==> src/source/radio_ctrl_pkg.sv <==
// radio control shared definitions
package radio_ctrl_pkg;

   // ------------------------------------------------
   // sizes
   localparam int NUM_SLOTS      = 2;
   localparam int NUM_CHANNELS   = 4;    // rx channels over both slots
   localparam int CHANS_PER_SLOT = 2;
   localparam int SET_ADDR_W     = 9;    // msb picks the slot
   localparam int REG_W          = 32;
   localparam int FP_GPIO_W      = 12;
   localparam int LED_W          = 3;
   localparam int DB_IDX_W       = 4;    // index into the atr word bank
   localparam int FE_CTRL_W      = 3;

   // ------------------------------------------------
   // write side register map, 8 bit slot-local
   localparam logic [7:0] SR_DB_BASE        = 8'd160;
   localparam logic [7:0] SR_DB_GPIO_IDLE   = SR_DB_BASE + 8'd0;
   localparam logic [7:0] SR_DB_GPIO_RX     = SR_DB_BASE + 8'd1;
   localparam logic [7:0] SR_DB_GPIO_TX     = SR_DB_BASE + 8'd2;
   localparam logic [7:0] SR_DB_GPIO_FDX    = SR_DB_BASE + 8'd3;
   localparam logic [7:0] SR_DB_GPIO_DDR    = SR_DB_BASE + 8'd4;
   localparam logic [7:0] SR_FP_GPIO_IDLE   = SR_DB_BASE + 8'd5;
   localparam logic [7:0] SR_FP_GPIO_RX     = SR_DB_BASE + 8'd6;
   localparam logic [7:0] SR_FP_GPIO_TX     = SR_DB_BASE + 8'd7;
   localparam logic [7:0] SR_FP_GPIO_FDX    = SR_DB_BASE + 8'd8;
   localparam logic [7:0] SR_FP_GPIO_DDR    = SR_DB_BASE + 8'd9;
   localparam logic [7:0] SR_MISC_OUT       = SR_DB_BASE + 8'd10;
   localparam logic [7:0] SR_TX_FE_BASE     = SR_DB_BASE + 8'd48;
   localparam logic [7:0] SR_RX_FE_BASE     = SR_DB_BASE + 8'd64;
   localparam logic [7:0] SR_FE_CHAN_OFFSET = 8'd16;
   localparam logic [7:0] SR_FP_GPIO_SRC    = 8'd150;   // slot 0 only

   // readback map
   localparam logic [7:0] RB_DB_BASE    = 8'd16;
   localparam logic [7:0] RB_MISC_IN    = RB_DB_BASE + 8'd0;
   localparam logic [7:0] RB_DB_GPIO_IN = RB_DB_BASE + 8'd1;
   localparam logic [7:0] RB_FP_GPIO_IN = RB_DB_BASE + 8'd2;
   localparam logic [7:0] RB_MISC_OUT   = RB_DB_BASE + 8'd3;

   // front-end control word bits
   localparam int FE_SWAP_BIT  = 0;
   localparam int FE_INV_I_BIT = 1;
   localparam int FE_INV_Q_BIT = 2;

   typedef struct packed {
      logic signed [15:0] i;   // upper half
      logic signed [15:0] q;
   } iq_pair_t;

   // one adc/dac word, raw or as i/q
   typedef union packed {
      logic [31:0] raw;
      iq_pair_t    iq;
   } sample_t;

endpackage

==> src/source/db_control.sv <==
// daughterboard gpio, misc and led control
`timescale 1ns/1ns

module db_control (
   input  logic                                      radio_clk,
   input  logic                                      i_arst_n,
   input  logic                                      i_set_stb,
   input  logic                                      i_set_we,
   input  logic [7:0]                                i_set_addr,
   input  logic [radio_ctrl_pkg::REG_W-1:0]          i_set_data,
   input  logic [radio_ctrl_pkg::CHANS_PER_SLOT-1:0] i_run_rx,
   input  logic [radio_ctrl_pkg::CHANS_PER_SLOT-1:0] i_run_tx,
   input  logic [radio_ctrl_pkg::REG_W-1:0]          i_db_gpio_in,
   input  logic [radio_ctrl_pkg::REG_W-1:0]          i_fp_gpio_in,
   input  logic [radio_ctrl_pkg::REG_W-1:0]          i_misc_in,
   output logic [radio_ctrl_pkg::REG_W-1:0]          o_rb_data,
   output logic [radio_ctrl_pkg::REG_W-1:0]          o_db_gpio_out,
   output logic [radio_ctrl_pkg::REG_W-1:0]          o_db_gpio_ddr,
   output logic [radio_ctrl_pkg::REG_W-1:0]          o_fp_gpio_out,
   output logic [radio_ctrl_pkg::REG_W-1:0]          o_fp_gpio_ddr,
   output logic [radio_ctrl_pkg::REG_W-1:0]          o_misc_out,
   output logic [radio_ctrl_pkg::LED_W-1:0]          o_led
);
   import radio_ctrl_pkg::*;

   logic                run_rx;
   logic                run_tx;
   logic [1:0]          atr_sel;   // {tx, rx}
   logic                wr_hit;
   logic [DB_IDX_W-1:0] wr_idx;
   logic [DB_IDX_W-1:0] fp_sel;
   logic [REG_W-1:0]    db_regs [0:SR_FP_GPIO_DDR-SR_DB_BASE];   // atr words + ddr
   logic [REG_W-1:0]    misc_out_q;
   logic [REG_W-1:0]    misc_in_q;

   // either channel running counts for the whole slot
   assign run_rx  = |i_run_rx;
   assign run_tx  = |i_run_tx;
   assign atr_sel = {run_tx, run_rx};   // idle, rx, tx, fdx = register order

   assign wr_idx = DB_IDX_W'(i_set_addr - SR_DB_BASE);
   assign wr_hit = i_set_stb && i_set_we && (i_set_addr >= SR_DB_GPIO_IDLE)
                   && (i_set_addr <= SR_FP_GPIO_DDR);
   assign fp_sel = DB_IDX_W'(SR_FP_GPIO_IDLE - SR_DB_BASE) + DB_IDX_W'(atr_sel);

   // ------------------------------------------------
   // registers, atr outputs, misc stage, leds
   always_ff @(posedge radio_clk or negedge i_arst_n)
   begin
      if (!i_arst_n)
      begin
         for (int n = 0; n <= SR_FP_GPIO_DDR - SR_DB_BASE; n++)
            db_regs[n] <= '0;
         misc_out_q    <= '0;
         misc_in_q     <= '0;
         o_misc_out    <= '0;
         o_db_gpio_out <= '0;
         o_db_gpio_ddr <= '0;
         o_fp_gpio_out <= '0;
         o_fp_gpio_ddr <= '0;
         o_led         <= '0;
      end
      else
      begin
         if (wr_hit)
            db_regs[wr_idx] <= i_set_data;
         if (i_set_stb && i_set_we && i_set_addr == SR_MISC_OUT)
            misc_out_q <= i_set_data;
         o_misc_out <= misc_out_q;   // extra stage toward the board
         misc_in_q  <= i_misc_in;    // sampled before readback
         o_db_gpio_out <= db_regs[DB_IDX_W'(atr_sel)];
         o_db_gpio_ddr <= db_regs[DB_IDX_W'(SR_DB_GPIO_DDR - SR_DB_BASE)];   // no atr
         o_fp_gpio_out <= db_regs[fp_sel];
         o_fp_gpio_ddr <= db_regs[DB_IDX_W'(SR_FP_GPIO_DDR - SR_DB_BASE)];
         // rx port lit in full duplex, rx alone sits on tx/rx
         o_led <= {run_rx & run_tx, run_tx, run_rx & ~run_tx};
      end
   end

   // readback decode
   always_comb
   begin
      case (i_set_addr)
         RB_MISC_IN:    o_rb_data = misc_in_q;
         RB_DB_GPIO_IN: o_rb_data = i_db_gpio_in;
         RB_FP_GPIO_IN: o_rb_data = i_fp_gpio_in;
         RB_MISC_OUT:   o_rb_data = misc_out_q;
         default:       o_rb_data = '0;   // unmapped
      endcase
   end

endmodule

==> src/source/fe_control.sv <==
// front-end i/q correction for one slot
`timescale 1ns/1ns

module fe_control (
   input  logic                              radio_clk,
   input  logic                              i_arst_n,
   input  logic                              i_set_stb,
   input  logic                              i_set_we,
   input  logic [7:0]                        i_set_addr,
   input  logic [radio_ctrl_pkg::REG_W-1:0]  i_set_data,
   input  logic                              i_rx_stb,
   input  radio_ctrl_pkg::sample_t           i_rx_data,
   input  radio_ctrl_pkg::sample_t           i_tx_data,
   output logic                              o_rx_stb,
   output radio_ctrl_pkg::sample_t           o_rx_data0,
   output radio_ctrl_pkg::sample_t           o_rx_data1,
   output radio_ctrl_pkg::sample_t           o_tx_data
);
   import radio_ctrl_pkg::*;

   logic [FE_CTRL_W-1:0] rx_ctrl [CHANS_PER_SLOT];   // one word per rx channel
   logic [FE_CTRL_W-1:0] tx_ctrl;

   // negate, full scale negative clips to max positive
   function automatic logic signed [15:0] neg_sat(input logic signed [15:0] x);
      return (x == 16'sh8000) ? 16'sh7fff : -x;
   endfunction

   // swap first, then the per-rail inversions
   function automatic sample_t fe_fix(input sample_t s, input logic [FE_CTRL_W-1:0] c);
      sample_t t;
      t = s;
      if (c[FE_SWAP_BIT])
      begin
         t.iq.i = s.iq.q;
         t.iq.q = s.iq.i;
      end
      if (c[FE_INV_I_BIT])
         t.iq.i = neg_sat(t.iq.i);
      if (c[FE_INV_Q_BIT])
         t.iq.q = neg_sat(t.iq.q);
      return t;
   endfunction

   // ------------------------------------------------
   // control words
   always_ff @(posedge radio_clk or negedge i_arst_n)
   begin
      if (!i_arst_n)
      begin
         for (int n = 0; n < CHANS_PER_SLOT; n++)
            rx_ctrl[n] <= '0;
         tx_ctrl  <= '0;
         o_rx_stb <= 1'b0;
      end
      else
      begin
         if (i_set_stb && i_set_we)
         begin
            for (int n = 0; n < CHANS_PER_SLOT; n++)
               if (i_set_addr == 8'(SR_RX_FE_BASE + n * SR_FE_CHAN_OFFSET))
                  rx_ctrl[n] <= i_set_data[FE_CTRL_W-1:0];
            if (i_set_addr == SR_TX_FE_BASE)
               tx_ctrl <= i_set_data[FE_CTRL_W-1:0];
         end
         o_rx_stb <= i_rx_stb;   // follows data by one edge
      end
   end

   // sample path, both rx channels see the same adc word
   always_ff @(posedge radio_clk)
   begin
      if (i_rx_stb)
      begin
         o_rx_data0 <= fe_fix(i_rx_data, rx_ctrl[0]);
         o_rx_data1 <= fe_fix(i_rx_data, rx_ctrl[1]);
      end
      o_tx_data <= fe_fix(i_tx_data, tx_ctrl);   // dac runs every cycle
   end

endmodule

==> src/source/fp_gpio_mux.sv <==
// front-panel gpio slot select
`timescale 1ns/1ns

module fp_gpio_mux (
   input  logic                                radio_clk,
   input  logic                                i_arst_n,
   input  logic                                i_set_stb,
   input  logic                                i_set_we,
   input  logic [7:0]                          i_set_addr,
   input  logic [radio_ctrl_pkg::REG_W-1:0]    i_set_data,
   input  logic [radio_ctrl_pkg::REG_W-1:0]    i_fp_out0,
   input  logic [radio_ctrl_pkg::REG_W-1:0]    i_fp_ddr0,
   input  logic [radio_ctrl_pkg::REG_W-1:0]    i_fp_out1,
   input  logic [radio_ctrl_pkg::REG_W-1:0]    i_fp_ddr1,
   output logic [radio_ctrl_pkg::FP_GPIO_W-1:0] o_fp_gpio_out,
   output logic [radio_ctrl_pkg::FP_GPIO_W-1:0] o_fp_gpio_ddr
);
   import radio_ctrl_pkg::*;

   logic [2*FP_GPIO_W-1:0] src_q;   // two bits per pin, 0 = slot 0

   // ------------------------------------------------
   always_ff @(posedge radio_clk or negedge i_arst_n)
   begin
      if (!i_arst_n)
      begin
         src_q         <= '0;   // everything from slot 0
         o_fp_gpio_out <= '0;
         o_fp_gpio_ddr <= '0;
      end
      else
      begin
         if (i_set_stb && i_set_we && i_set_addr == SR_FP_GPIO_SRC)
            src_q <= i_set_data[2*FP_GPIO_W-1:0];
         for (int p = 0; p < FP_GPIO_W; p++)
         begin
            // any nonzero field means slot 1
            o_fp_gpio_out[p] <= (src_q[2*p +: 2] == 2'd0) ? i_fp_out0[p] : i_fp_out1[p];
            o_fp_gpio_ddr[p] <= (src_q[2*p +: 2] == 2'd0) ? i_fp_ddr0[p] : i_fp_ddr1[p];
         end
      end
   end

endmodule

==> src/source/radio_io_core.sv <==
// radio clock io core, two slots
`timescale 1ns/1ns

module radio_io_core (
   input  logic                                           radio_clk,
   input  logic                                           i_arst_n,
   // settings
   input  logic                                           i_set_req,
   input  logic                                           i_set_we,
   input  logic [radio_ctrl_pkg::SET_ADDR_W-1:0]          i_set_addr,
   input  logic [radio_ctrl_pkg::REG_W-1:0]               i_set_data,
   output logic                                           o_set_ack,
   output logic [radio_ctrl_pkg::REG_W-1:0]               o_rb_data,
   // receive
   input  radio_ctrl_pkg::sample_t                        i_rx0,
   input  radio_ctrl_pkg::sample_t                        i_rx1,
   input  logic [radio_ctrl_pkg::NUM_SLOTS-1:0]           i_rx_stb,
   output radio_ctrl_pkg::sample_t [radio_ctrl_pkg::NUM_CHANNELS-1:0] o_rx_data,
   output logic [radio_ctrl_pkg::NUM_SLOTS-1:0]           o_rx_stb,
   // transmit
   input  radio_ctrl_pkg::sample_t [radio_ctrl_pkg::NUM_SLOTS-1:0] i_tx_data,
   output radio_ctrl_pkg::sample_t                        o_tx0,
   output radio_ctrl_pkg::sample_t                        o_tx1,
   // run state per channel
   input  logic [radio_ctrl_pkg::NUM_CHANNELS-1:0]        i_rx_running,
   input  logic [radio_ctrl_pkg::NUM_CHANNELS-1:0]        i_tx_running,
   // daughterboard gpio
   input  logic [radio_ctrl_pkg::REG_W-1:0]               i_db0_gpio_in,
   input  logic [radio_ctrl_pkg::REG_W-1:0]               i_db1_gpio_in,
   output logic [radio_ctrl_pkg::REG_W-1:0]               o_db0_gpio_out,
   output logic [radio_ctrl_pkg::REG_W-1:0]               o_db0_gpio_ddr,
   output logic [radio_ctrl_pkg::REG_W-1:0]               o_db1_gpio_out,
   output logic [radio_ctrl_pkg::REG_W-1:0]               o_db1_gpio_ddr,
   // front panel
   input  logic [radio_ctrl_pkg::REG_W-1:0]               i_fp_gpio_in,
   output logic [radio_ctrl_pkg::FP_GPIO_W-1:0]           o_fp_gpio_out,
   output logic [radio_ctrl_pkg::FP_GPIO_W-1:0]           o_fp_gpio_ddr,
   // leds, {rx, txrx_tx, txrx_rx}
   output logic [radio_ctrl_pkg::LED_W-1:0]               o_radio_led0,
   output logic [radio_ctrl_pkg::LED_W-1:0]               o_radio_led1,
   // misc
   input  logic [radio_ctrl_pkg::REG_W-1:0]               i_radio0_misc_in,
   input  logic [radio_ctrl_pkg::REG_W-1:0]               i_radio1_misc_in,
   output logic [radio_ctrl_pkg::REG_W-1:0]               o_radio0_misc_out,
   output logic [radio_ctrl_pkg::REG_W-1:0]               o_radio1_misc_out
);
   import radio_ctrl_pkg::*;

   logic [NUM_SLOTS-1:0] slot_stb;   // one strobe per slot
   logic                 slot_we;
   logic [7:0]           slot_addr;
   logic [REG_W-1:0]     slot_data;
   logic [REG_W-1:0]     rb_data0, rb_data1;
   logic [REG_W-1:0]     fp_out0, fp_ddr0, fp_out1, fp_ddr1;

   // ------------------------------------------------
   // settings
   settings_port settings_port_inst (
      .radio_clk, .i_arst_n, .i_set_req, .i_set_we, .i_set_addr, .i_set_data,
      .i_rb_data0(rb_data0), .i_rb_data1(rb_data1), .o_set_ack, .o_rb_data,
      .o_slot_stb(slot_stb), .o_slot_we(slot_we), .o_slot_addr(slot_addr),
      .o_slot_data(slot_data)
   );

   // ------------------------------------------------
   // slot 0, channels 0 and 1
   db_control db_control0_inst (
      .radio_clk, .i_arst_n, .i_set_stb(slot_stb[0]), .i_set_we(slot_we),
      .i_set_addr(slot_addr), .i_set_data(slot_data),
      .i_run_rx(i_rx_running[1:0]), .i_run_tx(i_tx_running[1:0]),
      .i_db_gpio_in(i_db0_gpio_in), .i_fp_gpio_in(i_fp_gpio_in), .i_misc_in(i_radio0_misc_in),
      .o_rb_data(rb_data0), .o_db_gpio_out(o_db0_gpio_out), .o_db_gpio_ddr(o_db0_gpio_ddr),
      .o_fp_gpio_out(fp_out0), .o_fp_gpio_ddr(fp_ddr0), .o_misc_out(o_radio0_misc_out),
      .o_led(o_radio_led0)
   );

   fe_control fe_control0_inst (
      .radio_clk, .i_arst_n, .i_set_stb(slot_stb[0]), .i_set_we(slot_we),
      .i_set_addr(slot_addr), .i_set_data(slot_data),
      .i_rx_stb(i_rx_stb[0]), .i_rx_data(i_rx0), .i_tx_data(i_tx_data[0]),
      .o_rx_stb(o_rx_stb[0]), .o_rx_data0(o_rx_data[0]), .o_rx_data1(o_rx_data[1]),
      .o_tx_data(o_tx0)
   );

   // slot 1, channels 2 and 3
   db_control db_control1_inst (
      .radio_clk, .i_arst_n, .i_set_stb(slot_stb[1]), .i_set_we(slot_we),
      .i_set_addr(slot_addr), .i_set_data(slot_data),
      .i_run_rx(i_rx_running[3:2]), .i_run_tx(i_tx_running[3:2]),
      .i_db_gpio_in(i_db1_gpio_in), .i_fp_gpio_in(i_fp_gpio_in), .i_misc_in(i_radio1_misc_in),
      .o_rb_data(rb_data1), .o_db_gpio_out(o_db1_gpio_out), .o_db_gpio_ddr(o_db1_gpio_ddr),
      .o_fp_gpio_out(fp_out1), .o_fp_gpio_ddr(fp_ddr1), .o_misc_out(o_radio1_misc_out),
      .o_led(o_radio_led1)
   );

   fe_control fe_control1_inst (
      .radio_clk, .i_arst_n, .i_set_stb(slot_stb[1]), .i_set_we(slot_we),
      .i_set_addr(slot_addr), .i_set_data(slot_data),
      .i_rx_stb(i_rx_stb[1]), .i_rx_data(i_rx1), .i_tx_data(i_tx_data[1]),
      .o_rx_stb(o_rx_stb[1]), .o_rx_data0(o_rx_data[2]), .o_rx_data1(o_rx_data[3]),
      .o_tx_data(o_tx1)
   );

   // front panel pins, source register written through slot 0
   fp_gpio_mux fp_gpio_mux_inst (
      .radio_clk, .i_arst_n, .i_set_stb(slot_stb[0]), .i_set_we(slot_we),
      .i_set_addr(slot_addr), .i_set_data(slot_data),
      .i_fp_out0(fp_out0), .i_fp_ddr0(fp_ddr0), .i_fp_out1(fp_out1), .i_fp_ddr1(fp_ddr1),
      .o_fp_gpio_out, .o_fp_gpio_ddr
   );

endmodule

==> src/source/settings_port.sv <==
// settings request port and slot steering
`timescale 1ns/1ns

module settings_port (
   input  logic                                    radio_clk,
   input  logic                                    i_arst_n,
   input  logic                                    i_set_req,
   input  logic                                    i_set_we,
   input  logic [radio_ctrl_pkg::SET_ADDR_W-1:0]   i_set_addr,
   input  logic [radio_ctrl_pkg::REG_W-1:0]        i_set_data,
   input  logic [radio_ctrl_pkg::REG_W-1:0]        i_rb_data0,
   input  logic [radio_ctrl_pkg::REG_W-1:0]        i_rb_data1,
   output logic                                    o_set_ack,
   output logic [radio_ctrl_pkg::REG_W-1:0]        o_rb_data,
   output logic [radio_ctrl_pkg::NUM_SLOTS-1:0]    o_slot_stb,
   output logic                                    o_slot_we,
   output logic [7:0]                              o_slot_addr,
   output logic [radio_ctrl_pkg::REG_W-1:0]        o_slot_data
);
   import radio_ctrl_pkg::*;

   logic take_req;   // idle and master asking

   // idle means no strobe out and ack low
   assign take_req = i_set_req && !o_set_ack && !(|o_slot_stb);

   // ------------------------------------------------
   // handshake fsm, state lives in stb and ack
   always_ff @(posedge radio_clk or negedge i_arst_n)
   begin
      if (!i_arst_n)
      begin
         o_slot_stb <= '0;
         o_set_ack  <= 1'b0;
      end
      else if (|o_slot_stb)
      begin
         o_slot_stb <= '0;     // single cycle strobe
         o_set_ack  <= 1'b1;   // slot acted on this edge
      end
      else if (o_set_ack)
      begin
         if (!i_set_req)
            o_set_ack <= 1'b0;
      end
      else if (i_set_req)
         o_slot_stb <= NUM_SLOTS'(1) << i_set_addr[SET_ADDR_W-1];
   end

   // request fields and readback word
   always_ff @(posedge radio_clk)
   begin
      if (take_req)
      begin
         o_slot_we   <= i_set_we;
         o_slot_addr <= i_set_addr[SET_ADDR_W-2:0];
         o_slot_data <= i_set_data;
      end
      if (|o_slot_stb)
         o_rb_data <= o_slot_stb[1] ? i_rb_data1 : i_rb_data0;   // held while ack
   end

endmodule

==> config.mk <==
export PLATFORM = sky130hd
export DESIGN_NAME = radio_io_core
export DESIGN_NICKNAME = d
export VERILOG_FILES = /design/src/source/radio_ctrl_pkg.sv /design/src/source/db_control.sv /design/src/source/fe_control.sv /design/src/source/fp_gpio_mux.sv /design/src/source/radio_io_core.sv /design/src/source/settings_port.sv
export SDC_FILE = /design/constraint.sdc
export NUM_CORES = 2
export LEC_CHECK = 0
export ABC_AREA = 1
export BUFFER_PORTS_ARGS = -buffer_cell sky130_fd_sc_hd__buf_2
export CORE_MARGIN = 3
export CORE_UTILIZATION = 35
export CTS_CLUSTER_DIAMETER = 50
export DETAILED_ROUTE_END_ITERATION = 10
export PLACE_DENSITY = 0.63
export SYNTH_ARGS = -nofsm -noshare
export SYNTH_HDL_FRONTEND = slang
export SYNTH_SLANG_ARGS = --single-unit
==> constraint.sdc <==
create_clock -name radio_clk -period 5.7 [get_ports radio_clk]
set_input_delay 1.14 -clock radio_clk [delete_from_list [all_inputs] [get_ports radio_clk]]
set_output_delay 1.14 -clock radio_clk [all_outputs]
set_load 0.03 [all_outputs]
==> flow_metrics.py <==
metrics = {
    "detailed_routing": {
        "drc_errors": 0,
        "avgViaCountPerCell": 5.045,
        "routed_wire_length_per_instance_um": 21.28,
        "drt-pass1-iter-count": 7,
        "initialDrtViolationCount": 3806,
        "routed-via-count": 42861,
        "drt_wl_total_um": 180800,
        "antenna_violating_nets_post_route": 0,
    },
    "power_and_ir_drop": {
        "share_comb_of_total_power": 0.107,
        "switchingPower_mw": 5.668,
        "power.internal_mw": 14.69,
        "p_seq_frac": 0.446,
        "power.share.clock": 0.447,
        "power.density_cell_area_nw_per_um2": 336.6,
        "power.leakage_nw": 30.06,
        "ir_drop_mv": 0.2854,
        "sw_frac_of_total": 0.2784,
    },
    "worst_setup_path": {
        "worst_r2r_path_depth": 9,
        "cp_slowest_stage_delay_ns": 0.70,
        "cp_capture_type": "register",
        "crit-reg2reg-capture": "fe_control0_inst.o_rx_data0[31]$_DFFE_PP_",
        "start_kind": "primary input",
        "crit_chain": "buf_2 -> nor2_4 -> clkinv_1 -> buf_4 -> ha_1 -> nor2_1 -> o21a_1 -> o21ai_0 -> nand2_1",
        "maximum_net_fanout_on_the_critical_path": 25,
        "cp_data_arrival_time_ns": 3.99,
        "timing.setup.critical_path_class": "primary input to register",
        "cp_num_buf_inv": 3,
        "critical_path_required_ns": 6.40,
        "critical_path.reg2reg.startpoint": "fe_control0_inst.rx_ctrl[3]$_DFFE_PN0P_",
        "crit_path_max_delay_family": "simple AND/OR/NAND/NOR gates",
        "r2r_setup_slack_ns": 2.46,
        "slowest_stage": "sky130_fd_sc_hd__nor2_1",
    },
    "sta": {
        "report.final.hold_viol_count": 0,
        "layout_worst_path_cycle_share": 0.5771,
        "holdWs_ns": 0.3451,
        "skew_ns": 0.02507,
        "setup_total_negative_slack_ns": 0,
        "timing_worst_slew_pin_value_ns": 1.190,
        "rsz0062_at_grt": "no",
        "maxClockFrequency_ghz": 0.3040,
        "post-route-min-period_ns": 3.290,
        "setup_viol": 0,
        "maxSlewHeadroom": 0.2059,
        "finalWorstSetupSlack_ns": 2.410,
        "number_of_max_slew_violations_in_the_final_report": 0,
    },
    "cts": {
        "cts_tree": "yes",
        "cts_hold_buf": 0,
        "path_clk_slew_ns": 0.06,
        "root_buffer": "sky130_fd_sc_hd__clkbuf_16",
        "postCtsSetupBuffers": 0,
        "latest_clock_arrival_within_the_worst_skew_pair_ns": 0.78,
        "tritoncts_buffers": 145,
        "clock_sink_count": 1150,
        "cts_max_path_buffers": 3,
        "cts.repair.resized": 0,
        "cts_htree_levels": 4,
    },
    "floorplan": {
        "initial_core_util": 0.3530,
        "design.die.area_sq_um": 149600,
        "boundaryPins": 792,
        "core_area_sq_um": 143800,
        "rows": 139,
        "chip_width_um": 386.8,
        "floorplan.die.height_um": 386.8,
    },
    "synth": {
        "synth-edff-count": 201,
        "yosys_register_bits": 1150,
        "synth.lib_cells_used.distinct": 41,
        "top_cell_type_by_total_area_after_synthesis": "sky130_fd_sc_hd__dfrtp_1",
        "post-synth-top-count-cell": "sky130_fd_sc_hd__nand2_1",
        "synth_simple_gate_area_frac": 0.2448,
        "ys_warn_count": 0,
        "yosysSeqAreaShare": 0.5804,
        "synthesis.area_per_instance_sq_um": 8.742,
        "synth_compound_gate_area_share": 0.1025,
        "synth-adder-area-share": 0.003944,
        "synthesized_cell_area_sq_um": 50760,
        "netlist.area_leader.share": 0.4363,
        "synthMuxAreaShare": 0.009267,
        "post_synth_xor_area_fraction": 0,
        "ys_top_cells_by_count": "sky130_fd_sc_hd__nand2_1, sky130_fd_sc_hd__dfrtp_1, sky130_fd_sc_hd__o21ai_0, sky130_fd_sc_hd__nor2_1, sky130_fd_sc_hd__inv_1",
        "netlist_instances": 5807,
        "async_reset_ff_frac": 0.7696,
        "syn-num-nets": 6166,
        "synth_top_cells_by_area": "sky130_fd_sc_hd__dfrtp_1, sky130_fd_sc_hd__nand2_1, sky130_fd_sc_hd__edfxtp_1, sky130_fd_sc_hd__o21ai_0, sky130_fd_sc_hd__nand3_1",
        "synth_top_family_by_area": "simple AND/OR/NAND/NOR gates",
        "ys.flop_type": "sky130_fd_sc_hd__dfrtp_1",
    },
    "grt": {
        "grt_start_max_net_pins": 182,
        "track_usage": 0.2368,
        "grt_pass1_vias": 40247,
        "grt_pass1_wl_um": 267400,
        "antenna_found_initial": 22,
        "gr-total-overflow": 0,
    },
    "layout": {
        "reg_top3": "db_control0_inst.db_regs (220), db_control1_inst.db_regs (220)",
        "final_nets": 6817,
        "post_layout_instance_area_sq_um": 60500,
        "nFillCells": 14199,
        "synthesis_to_layout_area_growth_pct": 19.17,
        "layout-drive-gt1-share": 0.1845,
        "post-route-util": 0.4206,
    },
    "placement": {
        "placedInstanceArea_sq_um": 55640,
        "detailedPlace.worstSlack_ns": 1.689,
        "detailed_place_hpwl_um": 131000,
        "finalWeightedCongestion": 0.9512,
        "buffer_ports.inserted": 791,
    },
    "min_path": {
        "holdCritPathClass": "primary input to async pin",
    },
    "run_status": {
        "outcome": "complete, no violations",
    },
    "run": {
        "max_cap_violations": 0,
    },
}
-- metal layers --
layer	track usage	wire, um	vias up
met5	0	0	-
met4	0.08333	6509	0
met3	0.04507	13610	268
met2	0.3676	81480	1704
met1	0.3313	79180	20655
li1	-	-	20234
-- cell type report --
cell class | instances | area (sq um) | area share
antenna | 17 | 42.54 | 0.0007032
clock buffer | 192 | 4104 | 0.06784
clock inverter | 73 | 708.2 | 0.01171
inverter | 288 | 1094 | 0.01808
multi-input combinational | 4042 | 18370 | 0.3036
sequential | 1150 | 29470 | 0.4871
tap | 1903 | 2381 | 0.03936
timing repair buffer | 831 | 4332 | 0.07160
-- stage by stage --
step	power [mW]	instances
final	20.36	8496
after global routing	21.19	8483
after CTS	20.59	8479
after detailed placement	11.42	8214
after global placement	11.40	8214
after floorplan	10.37	5807
-- worst max path at each step --
stage	from	depth (start not counted)	endpoint	slack, ns
2_1_floorplan	i_set_req	2	settings_port_inst.o_slot_addr[0]$_DFFE_PP_	1.17
3_3_place_gp	i_tx_running[3]	9	db_control1_inst.o_fp_gpio_out[10]$_DFF_PN0_	1.74
3_5_place_dp	i_tx_running[3]	9	db_control1_inst.o_fp_gpio_out[3]$_DFF_PN0_	1.69
4_1_cts	settings_port_inst.o_slot_addr[1]$_DFFE_PP_	7	db_control0_inst.db_regs[182]$_DFFE_PN0P_	2.48
5_1_grt	settings_port_inst.o_slot_addr[1]$_DFFE_PP_	7	db_control0_inst.db_regs[182]$_DFFE_PN0P_	2.21
6_report	i_tx_running[3]	9	db_control1_inst.o_fp_gpio_out[7]$_DFF_PN0_	2.41
-- kinds of logic (layout without fill, tap and decap cells) --
logic type / count (synthesis) / in the layout
buf+inv: 615 / 1384
simple gates: 2991 / 2991
compound gates: 991 / 991
fa+ha+maj: 16 / 16
other cells: 0 / 17
mux: 44 / 44
flops: 1150 / 1150
-- worst register-to-register path, cell delays in order (launching register included) --
cell and delay (ns):
sky130_fd_sc_hd__dfrtp_1 0.90, sky130_fd_sc_hd__buf_4 0.43, sky130_fd_sc_hd__nand2_1 0.09, sky130_fd_sc_hd__o21ai_1 0.14, sky130_fd_sc_hd__ha_1 0.22, sky130_fd_sc_hd__nand3_1 0.24
sky130_fd_sc_hd__nor2_2 0.27, sky130_fd_sc_hd__nand4_2 0.43, sky130_fd_sc_hd__nand2_1 0.21, sky130_fd_sc_hd__nor2_1 0.05
-- cells in the final DEF (no fill, tap or decap), types with 37 or more instances in the layout --
cell,instances
sky130_fd_sc_hd__nor2_1,341
sky130_fd_sc_hd__inv_1,271
sky130_fd_sc_hd__nand3_1,270
sky130_fd_sc_hd__buf_2,790
sky130_fd_sc_hd__dfxtp_1,64
sky130_fd_sc_hd__o21ai_0,735
sky130_fd_sc_hd__edfxtp_1,201
sky130_fd_sc_hd__clkbuf_16,152
sky130_fd_sc_hd__nand3b_1,44
sky130_fd_sc_hd__nand4_1,37
sky130_fd_sc_hd__o22ai_1,89
sky130_fd_sc_hd__dfrtp_1,884
sky130_fd_sc_hd__nand2_1,2195
sky130_fd_sc_hd__o21ai_1,98
-- power groups by stage --
stage | Sequential (mW) | Combinational (mW) | Clock (mW)
after floorplan | 9.50 | 0.876 | 0
after global placement | 9.23 | 2.16 | 0
after global routing | 9.13 | 2.38 | 9.69
after CTS | 9.09 | 2.19 | 9.30
final | 9.09 | 2.17 | 9.10
after detailed placement | 9.23 | 2.19 | 0
(Power assumes the default switching activity.)
